File: src/dual_issue_pkg.sv
package dual_issue_pkg;

  //~~~~~~~~~~~~~~~~~~~~~~~~~~~~~~~~~~~~~~~~~~~~~~~~~~~~~~~~~~~~~~~~~~~~~~~~~~
  // Widths
  //~~~~~~~~~~~~~~~~~~~~~~~~~~~~~~~~~~~~~~~~~~~~~~~~~~~~~~~~~~~~~~~~~~~~~~~~~~

  typedef logic [31:0] word_t;
  typedef logic [63:0] fetch_data_t;
  typedef logic [4:0] reg_addr_t;
  typedef logic [1:0] issue_count_t;
  typedef logic [6:0] opcode_t;
  typedef logic [2:0] funct3_t;
  typedef logic [6:0] funct7_t;

  localparam int default_queue_depth = 8;

  //~~~~~~~~~~~~~~~~~~~~~~~~~~~~~~~~~~~~~~~~~~~~~~~~~~~~~~~~~~~~~~~~~~~~~~~~~~
  // RV32I encodings
  //~~~~~~~~~~~~~~~~~~~~~~~~~~~~~~~~~~~~~~~~~~~~~~~~~~~~~~~~~~~~~~~~~~~~~~~~~~

  localparam opcode_t opcode_lui = 7'b0110111;
  localparam opcode_t opcode_auipc = 7'b0010111;
  localparam opcode_t opcode_jal = 7'b1101111;
  localparam opcode_t opcode_jalr = 7'b1100111;
  localparam opcode_t opcode_branch = 7'b1100011;
  localparam opcode_t opcode_load = 7'b0000011;
  localparam opcode_t opcode_store = 7'b0100011;
  localparam opcode_t opcode_immediate = 7'b0010011;
  localparam opcode_t opcode_register = 7'b0110011;
  localparam opcode_t opcode_fence = 7'b0001111;
  localparam opcode_t opcode_system = 7'b1110011;

  localparam funct3_t funct_add = 3'b000;
  localparam funct3_t funct_sll = 3'b001;
  localparam funct3_t funct_slt = 3'b010;
  localparam funct3_t funct_sltu = 3'b011;
  localparam funct3_t funct_xor = 3'b100;
  localparam funct3_t funct_srl = 3'b101;
  localparam funct3_t funct_or = 3'b110;
  localparam funct3_t funct_and = 3'b111;

  // Plain form, and the alternate form used by sub and sra
  localparam funct7_t funct7_base = 7'b0000000;
  localparam funct7_t funct7_alt = 7'b0100000;

  // addi x0,x0,0
  localparam word_t nop_instr = 32'h0000_0013;

  //~~~~~~~~~~~~~~~~~~~~~~~~~~~~~~~~~~~~~~~~~~~~~~~~~~~~~~~~~~~~~~~~~~~~~~~~~~
  // Shared records
  //~~~~~~~~~~~~~~~~~~~~~~~~~~~~~~~~~~~~~~~~~~~~~~~~~~~~~~~~~~~~~~~~~~~~~~~~~~

  typedef struct packed {
    logic valid;
    word_t pc;
    word_t instr;
  } queue_slot_t;

  typedef struct packed {
    logic basic;
    logic complex;
    logic wren;
    logic rden1;
    logic rden2;
    reg_addr_t waddr;
    reg_addr_t raddr1;
    reg_addr_t raddr2;
  } slot_info_t;

  typedef struct packed {
    word_t pc;
    word_t npc;
    word_t instr;
  } issue_lane_t;

endpackage

File: src/dual_issue_unit.sv
`timescale 1ns/10ps

module dual_issue_unit #(
  parameter int queue_depth = dual_issue_pkg::default_queue_depth
) (
  input logic clock,
  input logic reset,
  input logic fetch_valid,
  input dual_issue_pkg::word_t fetch_pc,
  input dual_issue_pkg::fetch_data_t fetch_data,
  input logic clear,
  input logic issue_stall,
  output dual_issue_pkg::issue_lane_t lane0,
  output dual_issue_pkg::issue_lane_t lane1,
  output dual_issue_pkg::issue_count_t issue_count,
  output logic swap,
  output logic fetch_full
);
  import dual_issue_pkg::*;

  queue_slot_t head0;
  queue_slot_t head1;
  slot_info_t info0;
  slot_info_t info1;

  fetch_queue #(
    .queue_depth(queue_depth)
  ) queue (
    .clock(clock),
    .reset(reset),
    .fetch_valid(fetch_valid),
    .fetch_pc(fetch_pc),
    .fetch_data(fetch_data),
    .clear(clear),
    .issue_count(issue_count),
    .head0(head0),
    .head1(head1),
    .fetch_full(fetch_full)
  );

  slot_decoder decode0 (
    .instr(head0.instr),
    .info(info0)
  );

  slot_decoder decode1 (
    .instr(head1.instr),
    .info(info1)
  );

  issue_pairing pairing (
    .clock(clock),
    .reset(reset),
    .head0(head0),
    .head1(head1),
    .info0(info0),
    .info1(info1),
    .issue_stall(issue_stall),
    .issue_count(issue_count),
    .swap(swap),
    .lane0(lane0),
    .lane1(lane1)
  );

endmodule

File: src/fetch_queue.sv
`timescale 1ns/10ps

module fetch_queue #(
  parameter int queue_depth = dual_issue_pkg::default_queue_depth
) (
  input logic clock,
  input logic reset,
  input logic fetch_valid,
  input dual_issue_pkg::word_t fetch_pc,
  input dual_issue_pkg::fetch_data_t fetch_data,
  input logic clear,
  input dual_issue_pkg::issue_count_t issue_count,
  output dual_issue_pkg::queue_slot_t head0,
  output dual_issue_pkg::queue_slot_t head1,
  output logic fetch_full
);
  import dual_issue_pkg::*;

  localparam int index_width = $clog2(queue_depth);

  typedef logic [index_width-1:0] index_t;
  typedef logic [index_width:0] occupancy_t;

  word_t pc_mem [queue_depth];
  word_t instr_mem [queue_depth];

  index_t wr_index;
  index_t wr_next;
  index_t rd_index;
  index_t rd_next;
  occupancy_t occupancy;
  occupancy_t occupancy_next;
  logic fetch_accept;

  if (queue_depth < 4 || (queue_depth & (queue_depth - 1)) != 0) begin : g_depth_check
    $error("fetch_queue needs a power of two depth of at least 4");
  end

  // A pair is only taken while the queue is at most half full
  assign fetch_accept = fetch_valid && !fetch_full && !clear;
  assign wr_next = wr_index + index_t'(1);
  assign rd_next = rd_index + index_t'(1);

  always_comb begin
    if (clear) begin
      occupancy_next = '0;
    end else begin
      occupancy_next = occupancy - occupancy_t'(issue_count);
      if (fetch_accept) begin
        occupancy_next = occupancy_next + occupancy_t'(2);
      end
    end
  end

  always_ff @(posedge clock) begin
    if (!reset) begin
      wr_index <= '0;
      rd_index <= '0;
      occupancy <= '0;
      fetch_full <= 1'b0;
    end else begin
      if (clear) begin
        wr_index <= '0;
        rd_index <= '0;
      end else begin
        rd_index <= rd_index + index_t'(issue_count);
        if (fetch_accept) begin
          wr_index <= wr_index + index_t'(2);
        end
      end
      occupancy <= occupancy_next;
      fetch_full <= occupancy_next > occupancy_t'(queue_depth / 2);
    end
  end

  // Low word sits at the fetch pc, high word one word later
  always_ff @(posedge clock) begin
    if (fetch_accept) begin
      pc_mem[wr_index] <= fetch_pc;
      instr_mem[wr_index] <= fetch_data[31:0];
      pc_mem[wr_next] <= fetch_pc + 32'd4;
      instr_mem[wr_next] <= fetch_data[63:32];
    end
  end

  always_comb begin
    head0.valid = occupancy > occupancy_t'(0);
    head0.pc = head0.valid ? pc_mem[rd_index] : '0;
    head0.instr = head0.valid ? instr_mem[rd_index] : nop_instr;
    head1.valid = occupancy > occupancy_t'(1);
    head1.pc = head1.valid ? pc_mem[rd_next] : '0;
    head1.instr = head1.valid ? instr_mem[rd_next] : nop_instr;
  end

  // The pairing logic must never retire entries that are not held
  assert property (@(posedge clock) disable iff (!reset)
    occupancy_t'(issue_count) <= occupancy);

  assert property (@(posedge clock) disable iff (!reset)
    occupancy <= occupancy_t'(queue_depth));

endmodule

File: src/issue_pairing.sv
`timescale 1ns/10ps

module issue_pairing (
  input logic clock,
  input logic reset,
  input dual_issue_pkg::queue_slot_t head0,
  input dual_issue_pkg::queue_slot_t head1,
  input dual_issue_pkg::slot_info_t info0,
  input dual_issue_pkg::slot_info_t info1,
  input logic issue_stall,
  output dual_issue_pkg::issue_count_t issue_count,
  output logic swap,
  output dual_issue_pkg::issue_lane_t lane0,
  output dual_issue_pkg::issue_lane_t lane1
);
  import dual_issue_pkg::*;

  logic known0;
  logic known1;
  logic raw_hazard;
  issue_count_t pair_count;
  queue_slot_t first;
  queue_slot_t second;

  // Compressed encodings advance by a half word
  function automatic word_t next_pc(input queue_slot_t slot);
    return slot.pc + ((slot.instr[1:0] == 2'b11) ? 32'd4 : 32'd2);
  endfunction

  assign known0 = info0.basic || info0.complex;
  assign known1 = info1.basic || info1.complex;

  assign raw_hazard = info0.wren &&
                      ((info1.rden1 && info1.raddr1 == info0.waddr) ||
                       (info1.rden2 && info1.raddr2 == info0.waddr));

  always_comb begin
    if (!known0 || !known1 || (info0.complex && info1.complex) || raw_hazard) begin
      pair_count = 2'd1;
    end else begin
      pair_count = 2'd2;
    end
    if (issue_stall) begin
      pair_count = 2'd0;
    end
    // Never issue more than the queue holds
    if (!head0.valid) begin
      issue_count = 2'd0;
    end else if (!head1.valid && pair_count == 2'd2) begin
      issue_count = 2'd1;
    end else begin
      issue_count = pair_count;
    end
  end

  // A complex instruction must sit in lane 0
  assign swap = issue_count == 2'd2 && info0.basic && info1.complex;

  assign first = swap ? head1 : head0;
  assign second = swap ? head0 : head1;

  always_comb begin
    lane0.pc = (issue_count > 2'd0) ? first.pc : '1;
    lane0.npc = (issue_count > 2'd0) ? next_pc(first) : '1;
    lane0.instr = (issue_count > 2'd0) ? first.instr : nop_instr;
    lane1.pc = (issue_count > 2'd1) ? second.pc : '1;
    lane1.npc = (issue_count > 2'd1) ? next_pc(second) : '1;
    lane1.instr = (issue_count > 2'd1) ? second.instr : nop_instr;
  end

  assert property (@(posedge clock) disable iff (!reset)
    swap |-> issue_count == 2'd2 && lane0.pc == head1.pc && lane1.pc == head0.pc);

endmodule

File: src/slot_decoder.sv
`timescale 1ns/10ps

module slot_decoder (
  input dual_issue_pkg::word_t instr,
  output dual_issue_pkg::slot_info_t info
);
  import dual_issue_pkg::*;

  opcode_t opcode;
  funct3_t funct3;
  funct7_t funct7;
  reg_addr_t rd;
  reg_addr_t rs1;
  reg_addr_t rs2;

  logic imm_legal;
  logic reg_legal;
  logic basic;
  logic complex;
  logic writes_rd;
  logic rden1;
  logic rden2;

  assign opcode = instr[6:0];
  assign funct3 = instr[14:12];
  assign funct7 = instr[31:25];
  assign rd = instr[11:7];
  assign rs1 = instr[19:15];
  assign rs2 = instr[24:20];

  //~~~~~~~~~~~~~~~~~~~~~~~~~~~~~~~~~~~~~~~~~~~~~~~~~~~~~~~~~~~~~~~~~~~~~~~~~~
  // Legal ALU forms
  //~~~~~~~~~~~~~~~~~~~~~~~~~~~~~~~~~~~~~~~~~~~~~~~~~~~~~~~~~~~~~~~~~~~~~~~~~~

  // Immediate shifts carry the shift type in the upper bits
  always_comb begin
    case (funct3)
      funct_add, funct_slt, funct_sltu, funct_xor, funct_or, funct_and: begin
        imm_legal = 1'b1;
      end
      funct_sll: begin
        imm_legal = funct7 == funct7_base;
      end
      funct_srl: begin
        imm_legal = funct7 == funct7_base || funct7 == funct7_alt;
      end
      default: begin
        imm_legal = 1'b0;
      end
    endcase
  end

  // Only sub and sra use the alternate funct7
  always_comb begin
    case (funct7)
      funct7_base: begin
        reg_legal = 1'b1;
      end
      funct7_alt: begin
        reg_legal = funct3 == funct_add || funct3 == funct_srl;
      end
      default: begin
        reg_legal = 1'b0;
      end
    endcase
  end

  //~~~~~~~~~~~~~~~~~~~~~~~~~~~~~~~~~~~~~~~~~~~~~~~~~~~~~~~~~~~~~~~~~~~~~~~~~~
  // Classification and register use
  //~~~~~~~~~~~~~~~~~~~~~~~~~~~~~~~~~~~~~~~~~~~~~~~~~~~~~~~~~~~~~~~~~~~~~~~~~~

  always_comb begin
    basic = 1'b0;
    complex = 1'b0;
    writes_rd = 1'b0;
    rden1 = 1'b0;
    rden2 = 1'b0;
    case (opcode)
      opcode_lui, opcode_auipc: begin
        basic = 1'b1;
        writes_rd = 1'b1;
      end
      opcode_jal: begin
        complex = 1'b1;
        writes_rd = 1'b1;
      end
      opcode_jalr, opcode_load: begin
        complex = 1'b1;
        writes_rd = 1'b1;
        rden1 = 1'b1;
      end
      opcode_branch, opcode_store: begin
        complex = 1'b1;
        rden1 = 1'b1;
        rden2 = 1'b1;
      end
      opcode_immediate: begin
        basic = imm_legal;
        complex = !imm_legal;
        writes_rd = 1'b1;
        rden1 = 1'b1;
      end
      opcode_register: begin
        basic = reg_legal;
        complex = !reg_legal;
        writes_rd = 1'b1;
        rden1 = 1'b1;
        rden2 = 1'b1;
      end
      opcode_fence, opcode_system: begin
        complex = 1'b1;
      end
      default: begin
        // Anything else is unknown and issues alone
      end
    endcase
  end

  // Writes to x0 are dropped so they never create a dependence
  always_comb begin
    info.basic = basic;
    info.complex = complex;
    info.wren = writes_rd && rd != '0;
    info.rden1 = rden1;
    info.rden2 = rden2;
    info.waddr = rd;
    info.raddr1 = rs1;
    info.raddr2 = rs2;
  end

endmodule

File: config.mk
export PLATFORM = sky130hd
export DESIGN_NAME = dual_issue_unit
export DESIGN_NICKNAME = d
export VERILOG_FILES = /design/src/dual_issue_pkg.sv /design/src/dual_issue_unit.sv /design/src/fetch_queue.sv /design/src/issue_pairing.sv /design/src/slot_decoder.sv
export SDC_FILE = /design/constraint.sdc
export NUM_CORES = 1
export LEC_CHECK = 0
export BUFFER_PORTS_ARGS = -buffer_cell sky130_fd_sc_hd__buf_4
export CAP_MARGIN = 20
export CORE_ASPECT_RATIO = 1.5
export CORE_MARGIN = 2
export CORE_UTILIZATION = 60
export DETAILED_ROUTE_END_ITERATION = 12
export PLACE_DENSITY = 0.81
export SETUP_SLACK_MARGIN = 0.02
export SLEW_MARGIN = 20
export SYNTH_ARGS = -nofsm -noshare
export SYNTH_HDL_FRONTEND = slang
export SYNTH_SLANG_ARGS = --single-unit
File: constraint.sdc
create_clock -name clock -period 13.2 [get_ports clock]
set_input_delay 3.96 -clock clock [delete_from_list [all_inputs] [get_ports clock]]
set_output_delay 3.96 -clock clock [all_outputs]
set_load 0.01 [all_outputs]
# After elaboration in Yosys (flattened, before gate mapping)
# Memory sizes are Yosys's and may differ from the RTL's. A register that Yosys moved wholly into a read port is not among the register bits.
# Cells that the tools add are included.
[totals]
ff_bits = 11
latchBits = 0
ramBits = 512
romBits = 0
mem_count = 2
[classes]
addsub = 9
multipliers = 0
n_div = 0
order_cmp = 5
n_eq_ne = 44
n_shift = 0
n_mux = 35
bitwise = 1
reduce_logical = 44
[memory_table]
columns = ["memory", "depth", "word_bits", "rd", "rd_clocked_by_memory_dff", "write_ports", "line", "text"]
rows = [
  ["queue.instr_mem", 8, 32, 2, 1, 2, "fetch_queue.sv:25", "word_t instr_mem [queue_depth];"],
  ["queue.pc_mem", 8, 32, 2, 1, 2, "fetch_queue.sv:24", "word_t pc_mem [queue_depth];"],
]
[op_table]
columns = ["cell", "n"]
rows = [
  ["32-bit two-way mux", 10],
  ["64-bit two-way mux", 2],
  ["32-bit adder", 2],
  ["7-bit by 6-bit equality test with 1-bit output, second input constant", 8],
  ["7-bit equality test, second input constant", 8],
  ["32-bit by 3-bit adder with 32-bit output, second input constant", 1],
  ["7-bit by 5-bit equality test with 1-bit output, second input constant", 4],
  ["3-bit equality test, second input constant", 8],
  ["7-bit OR reduction", 3],
  ["1-bit one-hot mux with 3 select lines", 6],
  ["6-bit OR reduction", 3],
  ["7-bit by 2-bit equality test with 1-bit output, second input constant", 2],
  ["7-bit by 4-bit equality test with 1-bit output, second input constant", 2],
  ["7-bit zero test", 2],
  ["3-bit by 2-bit equality test with 1-bit output, second input constant", 4],
  ["3-bit two-way mux", 4],
  ["5-bit equality test", 2],
  ["1-bit logical AND", 10],
  ["1-bit logical OR", 10],
  ["1-bit zero test", 9],
  ["2-bit equality test, second input constant", 4],
  ["4-bit by 1-bit > comparator with 1-bit output, second input constant", 2],
  ["2-bit two-way mux", 4],
  ["4-bit two-way mux", 2],
  ["other kinds (15)", 26],
]

# Longest topological paths before layout
# An unclocked memory read counts as a cell.
[logic_depth]
depth_word = 27
mapped_depth = 28
ltp_nobuf = 20

# Cells and area by module
# From an unflattened synthesis, not the netlist that was laid out.
[hier_totals]
cells_unflattened = 2374
hier_area_um2 = 29922.4
[by_module_without_submodules]
columns = ["module", "instances", "cells_each", "area_each_um2", "seq_area_each_um2"]
rows = [
  ["fetch_queue", 1, 1443, 24502.2, 15334.7],
  ["issue_pairing", 1, 823, 4677.0, 0.0],
  ["slot_decoder", 2, 54, 371.6, 0.0],
]

# Worst setup path before layout
# OpenSTA, ideal clock, no wires.
[synth_timing]
path_kind = "input to output"
startpoint = "in issue_stall"
endpoint = "out lane0[61] (netlist bit)"
t_arrival_ns = 6.863
required_time_ns = 9.240
path_slack_ns = 2.377
cell_stages = 15
n_path_buf = 3
cell_sequence = "clkbuf_1 > a311oi_1 > a31oi_1 > or3_1 > buf_2 > buf_2 > mux2i_1 > ha_1 > fa_1 > inv_1 > nor4_1 > nand3_1 > xor2_1 > nor2_1 > a211o_1"
[synth_rtl]
columns = ["item", "line", "text"]
rows = [
  ["start: declaration", "dual_issue_unit.sv:12", "input logic issue_stall,"],
  ["end: declaration", "dual_issue_unit.sv:13", "output dual_issue_pkg::issue_lane_t lane0,"],
]

==> metrics.md <==
| Metric | Value |
|---|---|
| Clk slew on worst S/H paths | 0.06 ns |
| DP HPWL | 59470 um |
| Slew Limit Fails | 0 |
| Critical path required time | 9.24 ns |
| Top Ports | 297 |
| Reg2reg start | queue.rd_index[0] |
| Worst-Skew Late Latency | 0.58 ns |
| CTS Sinks | 514 |
| # Post-CTS Setup Buffers | 0 |
| Post-DRT Antenna Nets | 0 |
| Status | finished clean |
| Post-synthesis sequential area ratio | 51.45% |
| Area growth, synth to finish | 13.67% |
| Max VDD drop | 0.1928 mV |
| RSZ-0062 raised after global routing | false |
| Yosys cell types | 66 |
| Die width | 186.0 um |
| Core ar. | 49300 um2 |
| Initial antenna violation count | 5 |
| Fin cells | 3250 |
| Router iterations before antenna repair | 6 |
| Ys async rst share | 0% |
| Pwr dens | 184.0 nW/um2 |
| HP Class | flop to flop |
| Worst reg2reg setup slack | 6.35 ns |
| Area leader, netlist | edfxtp_1 |
| Final Hold Vio Count | 0 |
| Mean routed wirelength per cell | 27.89 um |
| Global-route wire length before repair | 134300 um |
| DRC violations left | 0 |
| Worst Path Class, Setup | flop to output pin |
| Total power | 6.235 mW |
| Count leader, synth | edfxtp_1 |
| Hold_buf cts | 0 |
| Combinational power share | 47.5% |
| Inst Count DP | 3157 |
| Vias in the first global route | 22340 |
| Fillers | 3524 |
| Power Internal | 3.676 mW |
| Via Count | 22370 |
| Layout cells sized above 1 | 25.60% |
| DIE AREA | 51510 um2 |
| Iter 0 DRT Violations | 2802 |
| Sw Ratio | 41.04% |
| GRT overflow | 0 |
| Root Driver | clkbuf_16 |
| Number of placement rows | 100 |
| Critical Path Sink Type | output pin |
| Largest net degree at the start of global routing | 182 |
| Top FF cell, synth | edfxtp_1 |
| Sequential power share | 30.2% |
| Final WL | 90650 um |
| Post-synth top area share | 50.78% |
| Die Height | 277.0 um |
| Area contributors post-synth | edfxtp_1 (51%), mux4_2 (16%), mux2i_1 (6.1%) |
| Mapped Area | 29800 um2 |
| Worst reg2reg path depth | 21 |
| Final Net Count | 2664 |
| GP Congestion | 0.9605 |
| Worst hold path depth | 2 |
| Gate Count Post-Synth | 2342 |
| Min-delay src | queue.wr_index[1] |
| Hold endpoint | queue.wr_index[1] |
| Final Skew | 0.01462 ns |
| Reg-to-reg endpoint | queue.fetch_full |
| CTS H-tree depth | 2 |
| Synth warnings | 0 |
| Worst Setup Start Kind | flop |
| Number of flops mapped to enable cells by yosys | 504 |
| Worst slew margin | 24.87% |
| Crit Path Max Fanout | 63 |
| Syn Area/Cell | 12.73 um2 |
| Tcrit/Tclk final | 92.81% |
| Synth top cells by count | edfxtp_1 (504), nand2_1 (361), mux4_2 (212), mux2i_1 (183), nor2_1 (161) |
| Port Buf Inserts | 291 |
| Leak | 11.02 nW |
| CTS max path bufs | 3 |
| Fmax | 81.63 MHz |
| Via density | 6.884 |
| Number of CTS-inserted buffers | 49 |
| Net Sw Power | 2.559 mW |
| Max-cap violations | 0 |
| # resized after CTS | 0 |
| Setup_tns | 0 ns |
| Slew at the pin closest to its max-slew limit | 1.124 ns |
| Starting Density | 60.46% |
| Arrival time at the worst endpoint | 8.29 ns |
| CTS tree | yes |
| Min Tclk post-route | 12.25 ns |
| Tot GR Track Use | 35.15% |
| Clock Power Share | 22.3% |
| Worst hold slack | 0.6063 ns |
| Setup-failing EPs final | 0 |
| Seq cells post-synth | 514 |
==> stage by stage <==
stage / instance area [um2] / utilization [%] / setup slack, ns
floorplan: 29820 / - / 2.377
global placement: 32310 / 65.55 / 1.402
detailed placement: 32310 / 65.55 / 1.261
CTS: 33860 / 68.69 / 1.091
global route: 33880 / 68.72 / 0.4712
finish: 33880 / 68.73 / 0.9489
==> layout by cell type (no fill, tap or decap), types with 16 or more instances in the layout <==
master	n
mux2i_1	183
o31ai_1	20
nor2_1	158
inv_1	30
nor4_1	16
o211ai_1	17
mux4_2	212
o21ai_0	61
a21oi_1	81
and3_1	25
xor2_1	44
a22oi_1	17
xnor2_1	75
nand2_1	361
and2_1	27
edfxtp_1	504
nand3_1	94
nor3_1	20
clkbuf_16	51
buf_4	322
nand4_1	26
mux2_2	22
==> kinds of logic (layout without fill, tap and decap cells) <==
group / Yosys count / after routing / share of synthesized area, %
and+or+nand+nor: 791 / 791 / 11.83
DFF: 514 / 514 / 51.45
muxes: 417 / 417 / 23.00
AOI/OAI and AO/OA: 269 / 269 / 5.751
buffers and inverters: 210 / 447 / 3.505
xor gates and xnor gates: 121 / 121 / 3.581
adders and majority gates: 18 / 18 / 0.8564
other: 2 / 10 / 0.02520
==> critical path, cell delays in order (launching register included) <==
cell      delay, ns
dfxtp_4        0.81
ha_4           0.93
buf_12         0.46
mux2_2         0.25
o31ai_1        0.05
a221oi_1       0.40
a21o_1         0.19
nand4_1        0.13
or4_1          0.59
a31oi_1        0.34
or3_4          0.24
mux2i_1        0.25
ha_1           0.24
fa_1           0.18
buf_4          0.28
inv_1          0.23
nor4_1         0.98
nand4_1        0.29
xnor2_1        0.21
mux2i_1        0.16
nand2_1        0.14
buf_4          0.23
==> cell type report <==
cell class              count  area, um2  area share (%)
inverters                  33      128.9          0.3804
clock inverters            27      236.5          0.6980
clock buffers              61       1314           3.878
well taps                 663      829.5           2.448
repair buffers            326       2489           7.345
flip-flops and latches    514      15340           45.29
multi-input cells        1621      13530           39.93
diodes                      5      12.51         0.03693
==> metal layers <==
layer	track usage, %	vias up	part of all wire (%)	wire length [um]
met5	0	-	0	0
met4	20.61	0	6.3	5689
met3	5.971	389	11	9712
met2	58.13	1668	50	45020
met1	43.42	10960	33	30220
li1	-	9351	-	-
==> power groups by stage <==
stage	clock network, mW	logic, mW	registers (mW)
4_1_cts	1.40	2.90	1.88
3_3_place_gp	0	2.81	1.91
5_1_grt	1.45	3.11	1.89
3_5_place_dp	0	2.87	1.92
6_report	1.39	2.96	1.88
2_1_floorplan	0	1.84	1.90
==> how the worst max path moves through the flow <==
stage                      startpoint   endpoint  slack, ns  cells after the start
global route        queue.rd_index[0]  lane0[63]       0.47                     21
finish              queue.rd_index[0]  lane0[63]       0.95                     21
detailed placement        issue_stall  lane0[63]       1.26                     15
global placement          issue_stall  lane0[63]       1.40                     15
CTS                 queue.rd_index[0]  lane0[63]       1.09                     21
floorplan                 issue_stall  lane0[61]       2.38                     15
==> state kept, by name (all words and copies together), names as in the netlist <==
name	cells
queue.instr_mem	256
queue.pc_mem	248
queue.occupancy	4
queue.rd_index	3
queue.wr_index	2
queue.fetch_full	1
(Power assumes the default switching activity.)
